==> src/hdl/eeprom_consts.svh <==
`ifndef EEPROM_CONSTS_SVH
`define EEPROM_CONSTS_SVH

// device type identifier of the 24C16 family
`define EEPROM_DEV_CODE 4'b1010

// CLK cycles per quarter scl period, 1 or more
// one bus bit takes four quarters
`define EEPROM_QTR_CLKS 2

// byte address into the 2 kB array
// bits 10 to 8 travel in the control byte
`define EEPROM_ADDR_W 11

`define EEPROM_DATA_W 8

`endif

==> src/hdl/eeprom_pkg.sv <==
`include "eeprom_consts.svh"

package eeprom_pkg;

    typedef logic [`EEPROM_ADDR_W-1:0] ee_addr_t;   // byte address in the array
    typedef logic [`EEPROM_DATA_W-1:0] ee_byte_t;   // one bus byte
    typedef logic [3:0]                ee_qtr_t;    // clocks inside a quarter

    // bus steps run by the bit engine, start also serves as repeated start
    typedef enum logic [1:0] {
        STEP_START,
        STEP_WRITE,
        STEP_READ,
        STEP_STOP
    } ee_step_e;

    // transaction sequencer
    typedef enum logic [3:0] {
        S_IDLE,
        S_START,
        S_CTRL_W,
        S_ADDR,
        S_DATA_W,
        S_RESTART,
        S_CTRL_R,
        S_DATA_R,
        S_STOP,
        S_DONE
    } ee_seq_e;

endpackage

==> src/hdl/eeprom_step_if.sv <==
`timescale 1ns/10ps

// sequencer to bit engine, one step at a time
interface eeprom_step_if;

    logic                 step_go;     // one cycle, only while engine idle
    eeprom_pkg::ee_step_e step_kind;
    eeprom_pkg::ee_byte_t step_byte;
    logic                 step_done;   // last cycle of the step
    logic                 step_nack;   // valid with step_done of a write

    modport seq
    (
        output step_go,
        output step_kind,
        output step_byte,
        input  step_done,
        input  step_nack
    );

    modport eng
    (
        input  step_go,
        input  step_kind,
        input  step_byte,
        output step_done,
        output step_nack
    );

endinterface

// bit engine to result block
interface eeprom_rx_if;

    logic                 rx_valid;
    eeprom_pkg::ee_byte_t rx_byte;
    logic                 ack_seen;     // pulse per written byte
    logic                 ack_missing;

    modport eng (output rx_valid, output rx_byte, output ack_seen, output ack_missing);

    modport res (input rx_valid, input rx_byte, input ack_seen, input ack_missing);

endinterface

==> src/hdl/eeprom_cmd_decode.sv <==
`timescale 1ns/10ps
`include "eeprom_consts.svh"

module eeprom_cmd_decode
(
    input  logic                 CLK,
    input  logic                 RESET,
    input  logic                 wr,
    input  logic                 rd,
    input  eeprom_pkg::ee_addr_t addr,
    input  eeprom_pkg::ee_byte_t wdata,
    eeprom_step_if.seq           step,
    output logic                 txn_end,
    output logic                 is_read
);

    eeprom_pkg::ee_seq_e  state;
    eeprom_pkg::ee_seq_e  nxt;
    eeprom_pkg::ee_addr_t addr_r;
    eeprom_pkg::ee_byte_t data_r;
    logic                 rd_r;
    logic                 move;
    logic                 issue;

    // device code, page bits, read/write bit
    function automatic eeprom_pkg::ee_byte_t ctrl_byte(input eeprom_pkg::ee_addr_t a,
                                                       input logic rnw);
        ctrl_byte = {`EEPROM_DEV_CODE, a[`EEPROM_ADDR_W-1:8], rnw};
    endfunction

    always_comb
    begin
        case (state)
            eeprom_pkg::S_IDLE:    nxt = (wr || rd) ? eeprom_pkg::S_START : eeprom_pkg::S_IDLE;
            eeprom_pkg::S_START:   nxt = eeprom_pkg::S_CTRL_W;
            eeprom_pkg::S_CTRL_W:  nxt = step.step_nack ? eeprom_pkg::S_STOP : eeprom_pkg::S_ADDR;
            eeprom_pkg::S_ADDR:
            begin
                if (step.step_nack)
                    nxt = eeprom_pkg::S_STOP;   // bail out, bus still released
                else if (rd_r)
                    nxt = eeprom_pkg::S_RESTART;
                else
                    nxt = eeprom_pkg::S_DATA_W;
            end
            eeprom_pkg::S_DATA_W:  nxt = eeprom_pkg::S_STOP;
            eeprom_pkg::S_RESTART: nxt = eeprom_pkg::S_CTRL_R;
            eeprom_pkg::S_CTRL_R:  nxt = step.step_nack ? eeprom_pkg::S_STOP : eeprom_pkg::S_DATA_R;
            eeprom_pkg::S_DATA_R:  nxt = eeprom_pkg::S_STOP;
            eeprom_pkg::S_STOP:    nxt = eeprom_pkg::S_DONE;
            default:               nxt = eeprom_pkg::S_IDLE;
        endcase
    end

    // idle waits for a request, done lasts one cycle, the rest wait on the engine
    always_comb
    begin
        case (state)
            eeprom_pkg::S_IDLE: move = wr || rd;
            eeprom_pkg::S_DONE: move = 1'b1;
            default:            move = step.step_done;
        endcase
    end

    assign issue = move && (nxt != eeprom_pkg::S_DONE) && (nxt != eeprom_pkg::S_IDLE);

    always_ff @(posedge CLK)
    begin
        if (RESET)
        begin
            state          <= eeprom_pkg::S_IDLE;
            rd_r           <= 1'b0;
            step.step_go   <= 1'b0;
            step.step_kind <= eeprom_pkg::STEP_STOP;
        end
        else
        begin
            step.step_go <= issue;
            if (move)
                state <= nxt;
            if ((state == eeprom_pkg::S_IDLE) && move)
                rd_r <= rd && !wr;   // write wins
            if (issue)
            begin
                case (nxt)
                    eeprom_pkg::S_START,
                    eeprom_pkg::S_RESTART: step.step_kind <= eeprom_pkg::STEP_START;
                    eeprom_pkg::S_DATA_R:  step.step_kind <= eeprom_pkg::STEP_READ;
                    eeprom_pkg::S_STOP:    step.step_kind <= eeprom_pkg::STEP_STOP;
                    default:               step.step_kind <= eeprom_pkg::STEP_WRITE;
                endcase
            end
        end
    end

    always_ff @(posedge CLK)
    begin
        if ((state == eeprom_pkg::S_IDLE) && move)
        begin
            addr_r <= addr;
            data_r <= wdata;
        end
        if (issue)
        begin
            case (nxt)
                eeprom_pkg::S_CTRL_W: step.step_byte <= ctrl_byte(addr_r, 1'b0);
                eeprom_pkg::S_ADDR:   step.step_byte <= addr_r[7:0];
                eeprom_pkg::S_DATA_W: step.step_byte <= data_r;
                eeprom_pkg::S_CTRL_R: step.step_byte <= ctrl_byte(addr_r, 1'b1);
                default:              step.step_byte <= 8'hff;   // not shifted out
            endcase
        end
    end

    assign txn_end = (state == eeprom_pkg::S_DONE);   // one cycle after the stop
    assign is_read = rd_r;

endmodule

==> src/hdl/eeprom_bit_engine.sv <==
`timescale 1ns/10ps
`include "eeprom_consts.svh"

module eeprom_bit_engine
(
    input  logic       CLK,
    input  logic       RESET,
    eeprom_step_if.eng step,
    eeprom_rx_if.eng   rx,
    output logic       scl,
    output logic       sda_out,
    output logic       sda_oe,
    input  logic       sda_in
);

    localparam eeprom_pkg::ee_qtr_t QTR_LAST = eeprom_pkg::ee_qtr_t'(`EEPROM_QTR_CLKS - 1);
    localparam logic [3:0]          ACK_BIT  = 4'd8;

    logic                 active;
    eeprom_pkg::ee_step_e kind;
    eeprom_pkg::ee_byte_t shreg;
    eeprom_pkg::ee_qtr_t  cnt;
    logic [1:0]           qtr;    // 0,1 scl low  2,3 scl high for data bits
    logic [3:0]           bitn;
    logic                 nack_r;
    logic                 qtr_end;
    logic                 one_bit;
    logic                 last_bit;

    assign qtr_end  = active && (cnt == QTR_LAST);
    assign one_bit  = (kind == eeprom_pkg::STEP_START) || (kind == eeprom_pkg::STEP_STOP);
    assign last_bit = one_bit || (bitn == ACK_BIT);

    assign step.step_done = qtr_end && (qtr == 2'd3) && last_bit;
    assign step.step_nack = nack_r;

    assign rx.rx_valid    = step.step_done && (kind == eeprom_pkg::STEP_READ);
    assign rx.rx_byte     = shreg;
    assign rx.ack_seen    = step.step_done && (kind == eeprom_pkg::STEP_WRITE);
    assign rx.ack_missing = nack_r;

    // quarter, bit and step tracking
    always_ff @(posedge CLK)
    begin
        if (RESET)
        begin
            active <= 1'b0;
            kind   <= eeprom_pkg::STEP_STOP;
            cnt    <= '0;
            qtr    <= 2'd0;
            bitn   <= 4'd0;
        end
        else if (step.step_go)
        begin
            active <= 1'b1;
            kind   <= step.step_kind;
            cnt    <= '0;
            qtr    <= 2'd0;
            bitn   <= 4'd0;
        end
        else if (active)
        begin
            if (!qtr_end)
                cnt <= cnt + 4'd1;
            else
            begin
                cnt <= '0;
                qtr <= qtr + 2'd1;
                if (qtr == 2'd3)
                begin
                    if (last_bit)
                        active <= 1'b0;
                    else
                        bitn <= bitn + 4'd1;
                end
            end
        end
    end

    // bus levels, set on entry to each quarter and held between steps
    always_ff @(posedge CLK)
    begin
        if (RESET)
        begin
            scl     <= 1'b1;
            sda_oe  <= 1'b0;
            sda_out <= 1'b1;
            nack_r  <= 1'b0;
        end
        else if (step.step_go)
        begin
            scl <= 1'b0;
            if (step.step_kind == eeprom_pkg::STEP_START)
                sda_oe <= 1'b0;   // release so the line can rise
        end
        else if (qtr_end)
        begin
            case (qtr)
                2'd0:
                begin
                    case (kind)
                        eeprom_pkg::STEP_START: scl <= 1'b1;
                        eeprom_pkg::STEP_STOP:
                        begin
                            sda_oe  <= 1'b1;
                            sda_out <= 1'b0;
                        end
                        eeprom_pkg::STEP_WRITE:
                        begin
                            sda_oe  <= (bitn != ACK_BIT);   // slave owns the ack bit
                            sda_out <= shreg[7];
                        end
                        default:
                        begin
                            sda_oe  <= (bitn == ACK_BIT);   // master nack, driven high
                            sda_out <= 1'b1;
                        end
                    endcase
                end
                2'd1:
                begin
                    if (kind == eeprom_pkg::STEP_START)
                    begin
                        sda_oe  <= 1'b1;   // falls under high scl
                        sda_out <= 1'b0;
                    end
                    else
                        scl <= 1'b1;
                end
                2'd2:
                begin
                    if (kind == eeprom_pkg::STEP_START)
                        scl <= 1'b0;
                    else if (kind == eeprom_pkg::STEP_STOP)
                        sda_oe <= 1'b0;   // stop condition
                    else if ((kind == eeprom_pkg::STEP_WRITE) && (bitn == ACK_BIT))
                        nack_r <= sda_in;
                end
                default:
                begin
                    if (!last_bit)
                        scl <= 1'b0;
                end
            endcase
        end
    end

    // one shifter for both directions, MSB first
    always_ff @(posedge CLK)
    begin
        if (step.step_go)
            shreg <= step.step_byte;
        else if (qtr_end && (qtr == 2'd2) && !one_bit && (bitn != ACK_BIT))
            shreg <= {shreg[6:0], sda_in};   // mid scl high
    end

endmodule

==> src/hdl/eeprom_read_result.sv <==
`timescale 1ns/10ps

module eeprom_read_result
(
    input  logic                 CLK,
    input  logic                 RESET,
    input  logic                 txn_end,
    input  logic                 is_read,
    eeprom_rx_if.res             rx,
    output eeprom_pkg::ee_byte_t rdata,
    output logic                 ack,
    output logic                 nack
);

    logic                 first;   // next ack_seen opens a transaction
    logic                 miss;
    logic                 got;
    eeprom_pkg::ee_byte_t rx_hold;

    always_ff @(posedge CLK)
    begin
        if (RESET)
        begin
            first <= 1'b1;
            miss  <= 1'b0;
            got   <= 1'b0;
            ack   <= 1'b0;
            nack  <= 1'b0;
            rdata <= '0;
        end
        else
        begin
            ack <= txn_end;
            if (rx.ack_seen)
            begin
                first <= 1'b0;
                miss  <= rx.ack_missing || (miss && !first);   // sticky
            end
            if (rx.rx_valid)
                got <= 1'b1;
            if (txn_end)
            begin
                first <= 1'b1;
                got   <= 1'b0;
                nack  <= miss;
                if (is_read && got)
                    rdata <= rx_hold;   // cut short reads keep the old byte
            end
        end
    end

    always_ff @(posedge CLK)
    begin
        if (rx.rx_valid)
            rx_hold <= rx.rx_byte;
    end

endmodule

==> src/hdl/eeprom_ctrl.sv <==
`timescale 1ns/10ps

module eeprom_ctrl
(
    input  logic                 CLK,
    input  logic                 RESET,
    input  logic                 wr,
    input  logic                 rd,
    input  eeprom_pkg::ee_addr_t addr,
    input  eeprom_pkg::ee_byte_t wdata,
    input  logic                 sda_in,
    output eeprom_pkg::ee_byte_t rdata,
    output logic                 ack,
    output logic                 nack,
    output logic                 scl,
    output logic                 sda_out,
    output logic                 sda_oe
);

    logic txn_end;
    logic is_read;

    eeprom_step_if step_if_i ();
    eeprom_rx_if   rx_if_i ();

    eeprom_cmd_decode cmd_decode_i
    (
        .CLK     (CLK),
        .RESET   (RESET),
        .wr      (wr),
        .rd      (rd),
        .addr    (addr),
        .wdata   (wdata),
        .step    (step_if_i),
        .txn_end (txn_end),
        .is_read (is_read)
    );

    eeprom_bit_engine bit_engine_i
    (
        .CLK     (CLK),
        .RESET   (RESET),
        .step    (step_if_i),
        .rx      (rx_if_i),
        .scl     (scl),
        .sda_out (sda_out),
        .sda_oe  (sda_oe),
        .sda_in  (sda_in)
    );

    eeprom_read_result read_result_i
    (
        .CLK     (CLK),
        .RESET   (RESET),
        .txn_end (txn_end),
        .is_read (is_read),
        .rx      (rx_if_i),
        .rdata   (rdata),
        .ack     (ack),
        .nack    (nack)
    );

endmodule

==> config.mk <==
export PLATFORM = sky130hd
export DESIGN_NAME = eeprom_ctrl
export DESIGN_NICKNAME = d
export VERILOG_FILES = /design/src/hdl/eeprom_pkg.sv /design/src/hdl/eeprom_step_if.sv /design/src/hdl/eeprom_cmd_decode.sv /design/src/hdl/eeprom_bit_engine.sv /design/src/hdl/eeprom_read_result.sv /design/src/hdl/eeprom_ctrl.sv
export VERILOG_INCLUDE_DIRS = /design/src /design/src/hdl
export SDC_FILE = /design/constraint.sdc
export NUM_CORES = 1
export LEC_CHECK = 0
export BUFFER_PORTS_ARGS = -buffer_cell sky130_fd_sc_hd__buf_2
export CAP_MARGIN = 10
export CORE_MARGIN = 2
export CORE_UTILIZATION = 46
export DETAILED_ROUTE_END_ITERATION = 12
export PLACE_DENSITY = 0.74
export SYNTH_ARGS = -nofsm -noshare
export SYNTH_HDL_FRONTEND = slang
export SYNTH_HIERARCHICAL = 1
export SYNTH_SLANG_ARGS = --single-unit
==> constraint.sdc <==
create_clock -name CLK -period 2.9 [get_ports CLK]
set_input_delay 0.58 -clock CLK [delete_from_list [all_inputs] [get_ports CLK]]
set_output_delay 0.58 -clock CLK [all_outputs]
set_load 0.05 [all_outputs]
Word level (Yosys, flattened, before mapping)
Index checks and enable logic that the tools add are counted.

storage, ports and cells
  logic and storage cells = 144
  output and inout bits = 13
  bits in registers = 81

operators by class
  add/sub/neg operators = 3
  multiplexer cells = 33
  reduce and logical (&&, ||, !) cells = 42
  equality and inequality tests = 38
  bitwise logic cells = 4

operators with widths
  cell                                                 number
  equality test 4 x 3 -> 1 bit, second input constant  8
  case mux 4 bit (8 select lines)                      1
  case mux 8 bit (4 select lines)                      1
  two-way mux 1 bit                                    18
  equality test 4 x 2 -> 1 bit, second input constant  4
  equality test 4 bit, second input constant           4
  two-way mux 4 bit                                    4
  two-way mux 8 bit                                    2
  logical AND 1 bit                                    15
  equality test 4 x 1 -> 1 bit, second input constant  3
  != test 3 x 2 -> 1 bit, second input constant        4
  case mux 1 bit (3 select lines)                      4
  AND reduction 5 bit                                  2
  != test 3 bit, second input constant                 3
  adder 4 x 1 -> 4 bit, second input constant          2
  equality test 2 bit, second input constant           4
  != test 4 bit, second input constant                 2
  nonzero test 4 bit                                   2
  OR reduction 2 bit                                   4
  AND reduction 7 bit                                  1
  zero test 2 bit                                      3
  case mux 2 bit (3 select lines)                      1
  AND reduction 6 bit                                  1
  nonzero test 2 bit                                   3
  12 further kinds                                     24

Logic depth before layout (Yosys ltp)
Gate-level depths: netlist (run 1).

  word-level depth = 8
  mapped depth = 8
  depth with buffers taken out = 8

Cells and area by module
Netlist (run 1), hierarchy kept.

by module, submodules not included
  module              sequential area each (sq um)  instances  area an instance (sq um)  cells an instance
  eeprom_cmd_decode   970.9                         1          1604.0                    114
  eeprom_bit_engine   580.6                         1          1387.6                    137
  eeprom_read_result  500.5                         1          768.2                     59

Worst setup path after synthesis (run 1)
OpenSTA, ideal clock, no wires.

  path type = register to register
  from = register bit_engine_i.bitn[0]
  to = register cmd_decode_i.step.step_byte[0] (enable)
  data arrival time = 1.966 ns
  data required time = 2.576 ns
  cell stages (with the launch flop) = 9
  library setup time = 0.324 ns
  path slack = 0.609 ns
  path buffers = 0
  cell sequence = dfxtp_1 -> inv_1 -> ha_1 -> nand3b_1 -> a211oi_1 -> a21oi_1 -> o21ba_1 -> or2_4 -> inv_1

on the way
  word-level cells in the longest chain between the ends = 6

ends and longest elaborated chain
  element                          RTL line                  source
  start: declaration               eeprom_bit_engine.sv:24   logic [3:0] bitn;
  start signal: assignment         eeprom_bit_engine.sv:74   bitn <= bitn + 4'd1;
  equality test 4 bit              eeprom_bit_engine.sv:32   assign last_bit = one_bit || (bitn == ACK_BIT);
  logical OR 1 bit                 eeprom_bit_engine.sv:32
  logical AND 1 bit                eeprom_bit_engine.sv:34   assign step.step_done = qtr_end && (qtr == 2'd3) && last_bit;
  net step_if_i.step_done          eeprom_step_if.sv:9       logic step_done;
  case mux 1 bit (2 select lines)  eeprom_cmd_decode.sv:58   case (state)
  logical AND 1 bit (2 in series)  eeprom_cmd_decode.sv:65   assign issue = move && (nxt != eeprom_pkg::S_DONE) && (nxt != eeprom_pkg::S_IDLE);
  net cmd_decode_i.issue           eeprom_cmd_decode.sv:23   logic issue;
  end signal: assignment           eeprom_cmd_decode.sv:106  eeprom_pkg::S_CTRL_W: step.step_byte <= ctrl_byte(addr_r, 1'b0);
  end signal: assignment           eeprom_cmd_decode.sv:107  eeprom_pkg::S_ADDR: step.step_byte <= addr_r[7:0];
  end signal: assignment           eeprom_cmd_decode.sv:108  eeprom_pkg::S_DATA_W: step.step_byte <= data_r;
  end: declaration                 eeprom_step_if.sv:16      output step_byte,

The timed path passes the listed nets, and every way through them passes these cells.
A chain may end at the register's enable or synchronous reset.

Worst setup path after layout (run 1)
  from = register bit_engine_i.cnt[0]
  to = register cmd_decode_i.step.step_byte[3] (enable)

on the way
  word-level cells in the longest chain between the ends = 7

ends and longest elaborated chain
  element                          RTL line                 source
  start: declaration               eeprom_bit_engine.sv:22  eeprom_pkg::ee_qtr_t cnt;
  start signal: assignment         eeprom_bit_engine.sv:64  cnt <= cnt + 4'd1;
  equality test 4 x 1 -> 1 bit     eeprom_bit_engine.sv:30  assign qtr_end = active && (cnt == QTR_LAST);
  logical AND 1 bit                eeprom_bit_engine.sv:30
  logical AND 1 bit (2 in series)  eeprom_bit_engine.sv:34
  net step_if_i.step_done          eeprom_step_if.sv:9
  case mux 1 bit (2 select lines)  eeprom_cmd_decode.sv:58
  logical AND 1 bit (2 in series)  eeprom_cmd_decode.sv:65
  net cmd_decode_i.issue           eeprom_cmd_decode.sv:23

The timed path passes the listed nets, and every way through them passes these cells.

==> summary.txt, run 1 <==
Total CTS buffers - 9
Static Leakage - 1.562 nW
Vertical die dimension - 94.41 microns
Cell with the largest stage delay on the worst path - sky130_fd_sc_hd__a211oi_1
Count of final max-slew check failures - 0
Sort of element at the end of the critical path - register
Area of the core region - 7807 sq um
Relative slew slack - 51.34%
Maximum vdd drop - 419.9 uV
Flip-flop cell with the highest count after synthesis - sky130_fd_sc_hd__edfxtp_1
Final Routed Wirelength - 6.345 mm
WP buf/inv - 1
Met1 layer usage reported by global route - 21.33%
Avg Vias per Cell - 5.282
Number of DRC markers after the initial detailed-route iteration - 112
Layout Area Growth over Synthesis - 11.68%
Number of antenna violations at the first check in global routing - 0
Nets - 383
Met2 capacity usage during global routing - 24.35%
Critical Setup Path Class - register to register
Number of gates given a new drive strength after cts - 0
I/O pins - 37
Top Usage Layer GRT - met2
Ant. Diodes - 0
Mean cell area of the mapped netlist - 12.13 sq um
Routed via count - 2398
Worst slack at placement - 0.4582 ns
Non-Filler Cell Area, Final - 4199 sq um
Proportion of synthesized chip area in sequential cells - 54.58%
Status - complete, no violations
Final HPWL DP - 4.467 mm
Count of buffers inserted at the top-level ports - 36
Setup repair after global routing missed its margin - no
Async set-reset flop share out of synthesis - 0%
Post-Syn Nets - 346
Number of warnings printed during yosys synthesis - 6
Met3 track demand over resource - 2.953%
Overall fraction of global-route tracks in use - 16.03%
Number of buffers added for setup after CTS - 0
Max-cap violations - 0
Final min period - 2.449 ns
H-tree depth - 3
Number of flops mapped to enable cells by yosys - 43
Fraction of final layout cells with drive strength greater than 1 - 21.02%
Worst-path clk slew - 0.08 ns
Antenna-violating nets left - 0
Largest net degree at the start of global routing - 28
Number of endpoints with negative hold slack in the final report - 0
Critical Path Start Type - register
Final critical-path share of the clock period - 84.46%
Die width - 94.41 microns
Overall die area - 8912 sq um
Fin Setup TNS - 0 ns
Post-route DRC violation count - 0
Count of standard-cell rows - 32
Arrival time of data at the critical path endpoint - 2.48 ns
Average routed wire per standard cell - 13.98 microns
Max Clock Skew - 0.005896 ns
Post-DP Area - 3995 sq um
Critical Path, Cell by Cell - ha_1, nand4bb_1, a211oi_1, a21oi_1, o21ba_1, or2_4, inv_1
Synthesized netlist cell count - 310
Buffers from clock root to sink, at most - 2
Clock latency at the later pin of the worst-skew pair - 0.35 ns
Count of unique library cells instantiated by Yosys - 64
Required time of the critical path - 2.93 ns
Peak clock frequency supported by timing - 408.3 MHz
Highest net fanout along the worst path - 8
Hold-fix buffers at CTS - 0
Synthesized area - 3760 sq um
Worst Slack Setup Final - 0.4506 ns
Post-synthesis register bit count - 81
CP top delay family - compound AO/OA/AOI/OAI gates
Initial core utilization - 48.16%
Least-Margin Pin Slew - 0.7290 ns
Clock root buffer - sky130_fd_sc_hd__clkbuf_8
Final RePlAce weighted congestion - 0.8045
P per Cell Area - 858.4 nW/um^2
Router iterations before antenna repair - 5
Setup-failing EPs final - 0
Total grt overflow - 0
Worst hold-check path type - input pin to register
Clock net sink count - 81
Clock tree from TritonCTS - done
Crit-path max cell delay - 0.49 ns
Via count of the first global-routing pass - 2288
First-pass GRT wire length - 10.94 mm
## where the power goes
part / internal (mW) / switching, mW / total, mW
sequential: 1.59 / 0.208 / 1.80
combinational: 0.418 / 0.526 / 0.944
clock: 0.482 / 0.381 / 0.863
total: 2.49 / 1.12 / 3.60
## cell families after synthesis
kind of cell    count (synthesis)  share of synthesized area [%]
flops                          81                          54.58
xor+xnor                        5                          1.165
compound gates                 61                          12.85
mux                            23                          6.389
simple gates                   96                          16.41
fa+ha+maj                      12                          3.993
buf+inv                        32                          4.625
## final timing paths
path | start | endpoint | slack [ns] | cells past startpoint
setup / recovery | bit_engine_i/cnt[0]$_SDFFE_PP0P_ | cmd_decode_i/step.step_byte[3]$_DFFE_PP_ | 0.45 | 7
hold / removal | addr[4] | cmd_decode_i/addr_r[4]$_DFFE_PP_ | 0.40 | 1
setup reg to reg | bit_engine_i/cnt[0]$_SDFFE_PP0P_ | cmd_decode_i/step.step_byte[3]$_DFFE_PP_ | 0.45 | 7
hold reg to reg | bit_engine_i/rx.rx_byte[0]$_DFFE_PP_ | read_result_i/rx_hold[0]$_DFFE_PP_ | 0.45 | 0
## final cells by class
type,count,area (sq um)
sequential,81,2052
multi-input combinational,197,1534
fill,675,3608
clock buffer,12,135.1
inverter,17,63.81
timing repair buffer,41,217.7
clock inverter,4,68.82
tap,102,127.6
## worst register-to-register path, stage by stage (launching register included)
cell	delay, ns
sky130_fd_sc_hd__dfxtp_1	0.40
sky130_fd_sc_hd__ha_1	0.18
sky130_fd_sc_hd__nand4bb_1	0.27
sky130_fd_sc_hd__a211oi_1	0.49
sky130_fd_sc_hd__a21oi_1	0.07
sky130_fd_sc_hd__o21ba_1	0.23
sky130_fd_sc_hd__or2_4	0.27
sky130_fd_sc_hd__inv_1	0.23
## through the flow
| stage | std cells | util (%) | hold slack [ns] | total power [mW] |
|---|---|---|---|---|
| detailed placement | 438 | 51.17 | 0.4403 | 2.763 |
| global route | 454 | 53.78 | 0.3786 | 3.820 |
| global placement | 438 | 51.17 | 0.4357 | 2.725 |
| finish | 454 | 53.78 | 0.4018 | 3.604 |
| floorplan | 310 | - | 0.4222 | 2.557 |
| CTS | 454 | 53.78 | 0.3852 | 3.622 |
## flip-flops by register name, summed over array words and instances (netlist names), 2 cells and up
register,cells
cmd_decode_i/addr_r,11
bit_engine_i/rx.rx_byte,8
cmd_decode_i/data_r,8
cmd_decode_i/step.step_byte,8
read_result_i/rdata,8
read_result_i/rx_hold,8
bit_engine_i/bitn,4
bit_engine_i/cnt,4
cmd_decode_i/state,4
bit_engine_i/kind,2
bit_engine_i/qtr,2
cmd_decode_i/step.step_kind,2
## cells in the mapped netlist, types with 5 or more instances
cell / count / share of area [%]
sky130_fd_sc_hd__mux2i_1: 15 / 4.0
sky130_fd_sc_hd__mux2_2: 8 / 2.4
sky130_fd_sc_hd__nor2_1: 24 / 2.4
sky130_fd_sc_hd__dfxtp_1: 38 / 20
sky130_fd_sc_hd__a21oi_1: 12 / 1.6
sky130_fd_sc_hd__a22oi_1: 5 / 1.0
sky130_fd_sc_hd__o21ai_0: 7 / 0.93
sky130_fd_sc_hd__edfxtp_1: 43 / 34
sky130_fd_sc_hd__inv_1: 17 / 1.7
sky130_fd_sc_hd__buf_6: 5 / 1.5
sky130_fd_sc_hd__nand2b_1: 24 / 4.0
sky130_fd_sc_hd__ha_1: 12 / 4.0
sky130_fd_sc_hd__nand2_1: 11 / 1.1
sky130_fd_sc_hd__nor3_1: 5 / 0.67
## per-layer routing
metal  routed length, microns  part of all wire, %
met1                     3033                   48
met3                      256                  4.0
met2                     2874                   45
met4                      180                  2.8
met5                        0                    0
## cells in the final DEF, fill, tap and decap left out, types with 11 or more instances in the layout
cell type,synthesis,layout
sky130_fd_sc_hd__mux2i_1,15,15
sky130_fd_sc_hd__inv_1,17,17
sky130_fd_sc_hd__buf_2,1,36
sky130_fd_sc_hd__nor2_1,24,24
sky130_fd_sc_hd__a21oi_1,12,12
sky130_fd_sc_hd__ha_1,12,12
sky130_fd_sc_hd__nand2_1,11,11
sky130_fd_sc_hd__edfxtp_1,43,43
sky130_fd_sc_hd__dfxtp_1,38,38
sky130_fd_sc_hd__nand2b_1,24,24
(Power assumes the default switching activity.)
==> run 2: changes to the inputs <==
==> constraint.sdc (replaced) <==
create_clock -name CLK -period 2.49 [get_ports CLK]
set_input_delay 0.498 -clock CLK [delete_from_list [all_inputs] [get_ports CLK]]
set_output_delay 0.498 -clock CLK [all_outputs]
set_load 0.05 [all_outputs]
==> run 2 against run 1 <==
Against the previous run: combinational power up 21%; fmax up 5.1%; total power up 15%; clock skew up 0.0030 ns; largest power group unchanged; clock power up 6.6%; global-route usage down 0.19 points; via count up 2.8%; sequential power up 16%; critical path depth unchanged; cell count up 0.66%; first-iteration DRC count up 58%.
==> summary.txt, run 2 (synthesis gave the netlist of run 1 again) <==
Status - complete, no violations
Final HPWL DP - 4.707 mm
Final min period - 2.330 ns
Routed via count - 2464
Net switching fraction of the power - 32.19%
Buffers from clock root to sink, at most - 2
Critical Path Start Type - register
Via count of the first global-routing pass - 2340
Sw power - 1.335 mW
Final Routed Wirelength - 6.471 mm
Clock net sink count - 81
Overall fraction of global-route tracks in use - 15.84%
Router iterations before antenna repair - 4
Ant. Diodes - 0
Final Non-Filler Cells - 457
Largest net degree at the start of global routing - 22
I/O pins - 37
Number of gates given a new drive strength after cts - 0
Avg Vias per Cell - 5.392
Worst slack at placement - 0.1892 ns
Number of buffers added for setup after CTS - 0
Nets - 386
Number of antenna violations at the first check in global routing - 0
Number of flip-flops under the largest register name - 11
CP startpoint - bit_engine_i/kind[0]$_SDFFE_PP1P_
Detail Route met2 WL - 3.147 mm
Worst Slack Setup Final - 0.1595 ns
Max-cap violations - 0
Maximum vdd drop - 498.6 uV
Count of standard-cell rows - 32
First-pass GRT wire length - 10.84 mm
Max Clock Skew - 0.008907 ns
Number of endpoints with negative hold slack in the final report - 0
Total CTS buffers - 9
Required time of the critical path - 2.52 ns
Setup-failing EPs final - 0
Relative slew slack - 58.39%
Part of the power in combinational logic - 27.6%
Critical Setup Path Class - register to register
Count of final max-slew check failures - 0
Hold-fix buffers at CTS - 0
Endpoint of the lowest-slack register-to-register path - cmd_decode_i/step.step_byte[2]$_DFFE_PP_
P per Cell Area - 986.3 nW/um^2
Final RePlAce weighted congestion - 0.8495
Least-Margin Pin Slew - 0.6233 ns
Number of cells on the worst reg-to-reg path - 7
Number of DRC markers after the initial detailed-route iteration - 177
Highest net fanout along the worst path - 8
Worst hold-check path type - input pin to register
Non-Filler Cell Area, Final - 4205 sq um
Wire length on met3 - 288 microns
Internal power - 2.812 mW
Antenna-violating nets left - 0
Source of the worst register-to-register timing path - bit_engine_i/kind[0]$_SDFFE_PP1P_
Total grt overflow - 0
Clock tree from TritonCTS - done
Average routed wire per standard cell - 14.16 microns
Length of routed wiring on met1 - 2.919 mm
Largest register by flop count - cmd_decode_i/addr_r
Sort of element at the end of the critical path - register
Fin Setup TNS - 0 ns
Post-route DRC violation count - 0
Peak clock frequency supported by timing - 429.1 MHz
Placed cells - 441
Post-DP Area - 4018 sq um
Layout Area Growth over Synthesis - 11.85%
Worst-path clk slew - 0.08 ns
Arrival time of data at the critical path endpoint - 2.36 ns
Die width - 94.41 microns
Total power consumption of the routed design - 4.147 mW
Area of the core region - 7807 sq um
Vertical die dimension - 94.41 microns
Clock share of power - 22.2%
Clock latency at the later pin of the worst-skew pair - 0.35 ns
Critical path destination - cmd_decode_i/step.step_byte[2]$_DFFE_PP_
Fraction of final layout cells with drive strength greater than 1 - 22.25%
H-tree depth - 3
Static Leakage - 1.567 nW
Highest signal layer in the routed design - met4
Setup slack of the worst register-to-register path - 0.16 ns
Count of buffers inserted at the top-level ports - 36
Reg power frac - 50.3%
Clock root buffer - sky130_fd_sc_hd__clkbuf_8
Commonest non-fill, non-tap cell in the layout - sky130_fd_sc_hd__edfxtp_1
Overall die area - 8912 sq um
Initial core utilization - 48.16%
Final critical-path share of the clock period - 93.59%
Setup repair after global routing missed its margin - no
Top library cells by usage in the layout, fill and taps aside - sky130_fd_sc_hd__edfxtp_1 (43), sky130_fd_sc_hd__dfxtp_1 (38), sky130_fd_sc_hd__buf_2 (36)
run 2: cell types whose count changed in the layout (fill, tap and decap cells not counted):
cell                         previous run  this run
sky130_fd_sc_hd__buf_4                  5         8
sky130_fd_sc_hd__clkinv_4               0         1
sky130_fd_sc_hd__bufinv_16              2         1
sky130_fd_sc_hd__clkbuf_1               3         2
sky130_fd_sc_hd__clkinv_2               1         2
sky130_fd_sc_hd__clkinv_1               1         0
sky130_fd_sc_hd__clkinvlp_4             0         1
run 2: cell type report:
cell class | instances | area (sq um)
timing repair buffer | 44 | 240.2
inverter | 17 | 63.81
sequential | 81 | 2052
fill | 690 | 3602
clock buffer | 11 | 131.4
clock inverter | 5 | 56.30
tap | 102 | 127.6
multi-input combinational | 197 | 1534
run 2: worst min-delay path by stage:
stage / from / to / slack [ns] / cells after the start
floorplan: bit_engine_i/rx.rx_byte[0]$_DFFE_PP_ / read_result_i/rx_hold[0]$_DFFE_PP_ / 0.42 / 0
global placement: bit_engine_i/rx.rx_byte[1]$_DFFE_PP_ / read_result_i/rx_hold[1]$_DFFE_PP_ / 0.44 / 0
detailed placement: bit_engine_i/rx.rx_byte[0]$_DFFE_PP_ / read_result_i/rx_hold[0]$_DFFE_PP_ / 0.44 / 0
CTS: addr[8] / cmd_decode_i/addr_r[8]$_DFFE_PP_ / 0.30 / 1
global route: wdata[6] / cmd_decode_i/data_r[6]$_DFFE_PP_ / 0.29 / 1
finish: addr[7] / cmd_decode_i/addr_r[7]$_DFFE_PP_ / 0.32 / 1
run 2: per-layer routing:
metal | track usage [%] | vias up
li1 | - | 1216
met1 | 20.05 | 1179
met2 | 25.18 | 59
met3 | 4.629 | 10
met4 | 7.246 | 0
met5 | 0 | -
run 2: through the flow:
stage / hold WS [ns] / util, %
finish: 0.3180 / 53.86
global route: 0.2940 / 53.86
CTS: 0.2997 / 53.86
detailed placement: 0.4389 / 51.46
global placement: 0.4365 / 51.46
floorplan: 0.4222 / -
run 2: worst max-delay path, cell delays in order, from the launching register on:
cell and delay, ns:
sky130_fd_sc_hd__dfxtp_1 0.37, sky130_fd_sc_hd__inv_1 0.09, sky130_fd_sc_hd__ha_1 0.39, sky130_fd_sc_hd__a211oi_1 0.37
sky130_fd_sc_hd__a21oi_1 0.08, sky130_fd_sc_hd__o21ba_1 0.21, sky130_fd_sc_hd__or2_4 0.27, sky130_fd_sc_hd__inv_1 0.24
run 2: power by group through the flow:
stage,Clock [mW],Sequential [mW],Combinational (mW)
after floorplan,0,2.00,0.979
after global placement,0,2.10,1.10
after detailed placement,0,2.11,1.14
after CTS,0.946,2.08,1.15
after global routing,1.01,2.12,1.27
final,0.920,2.08,1.14
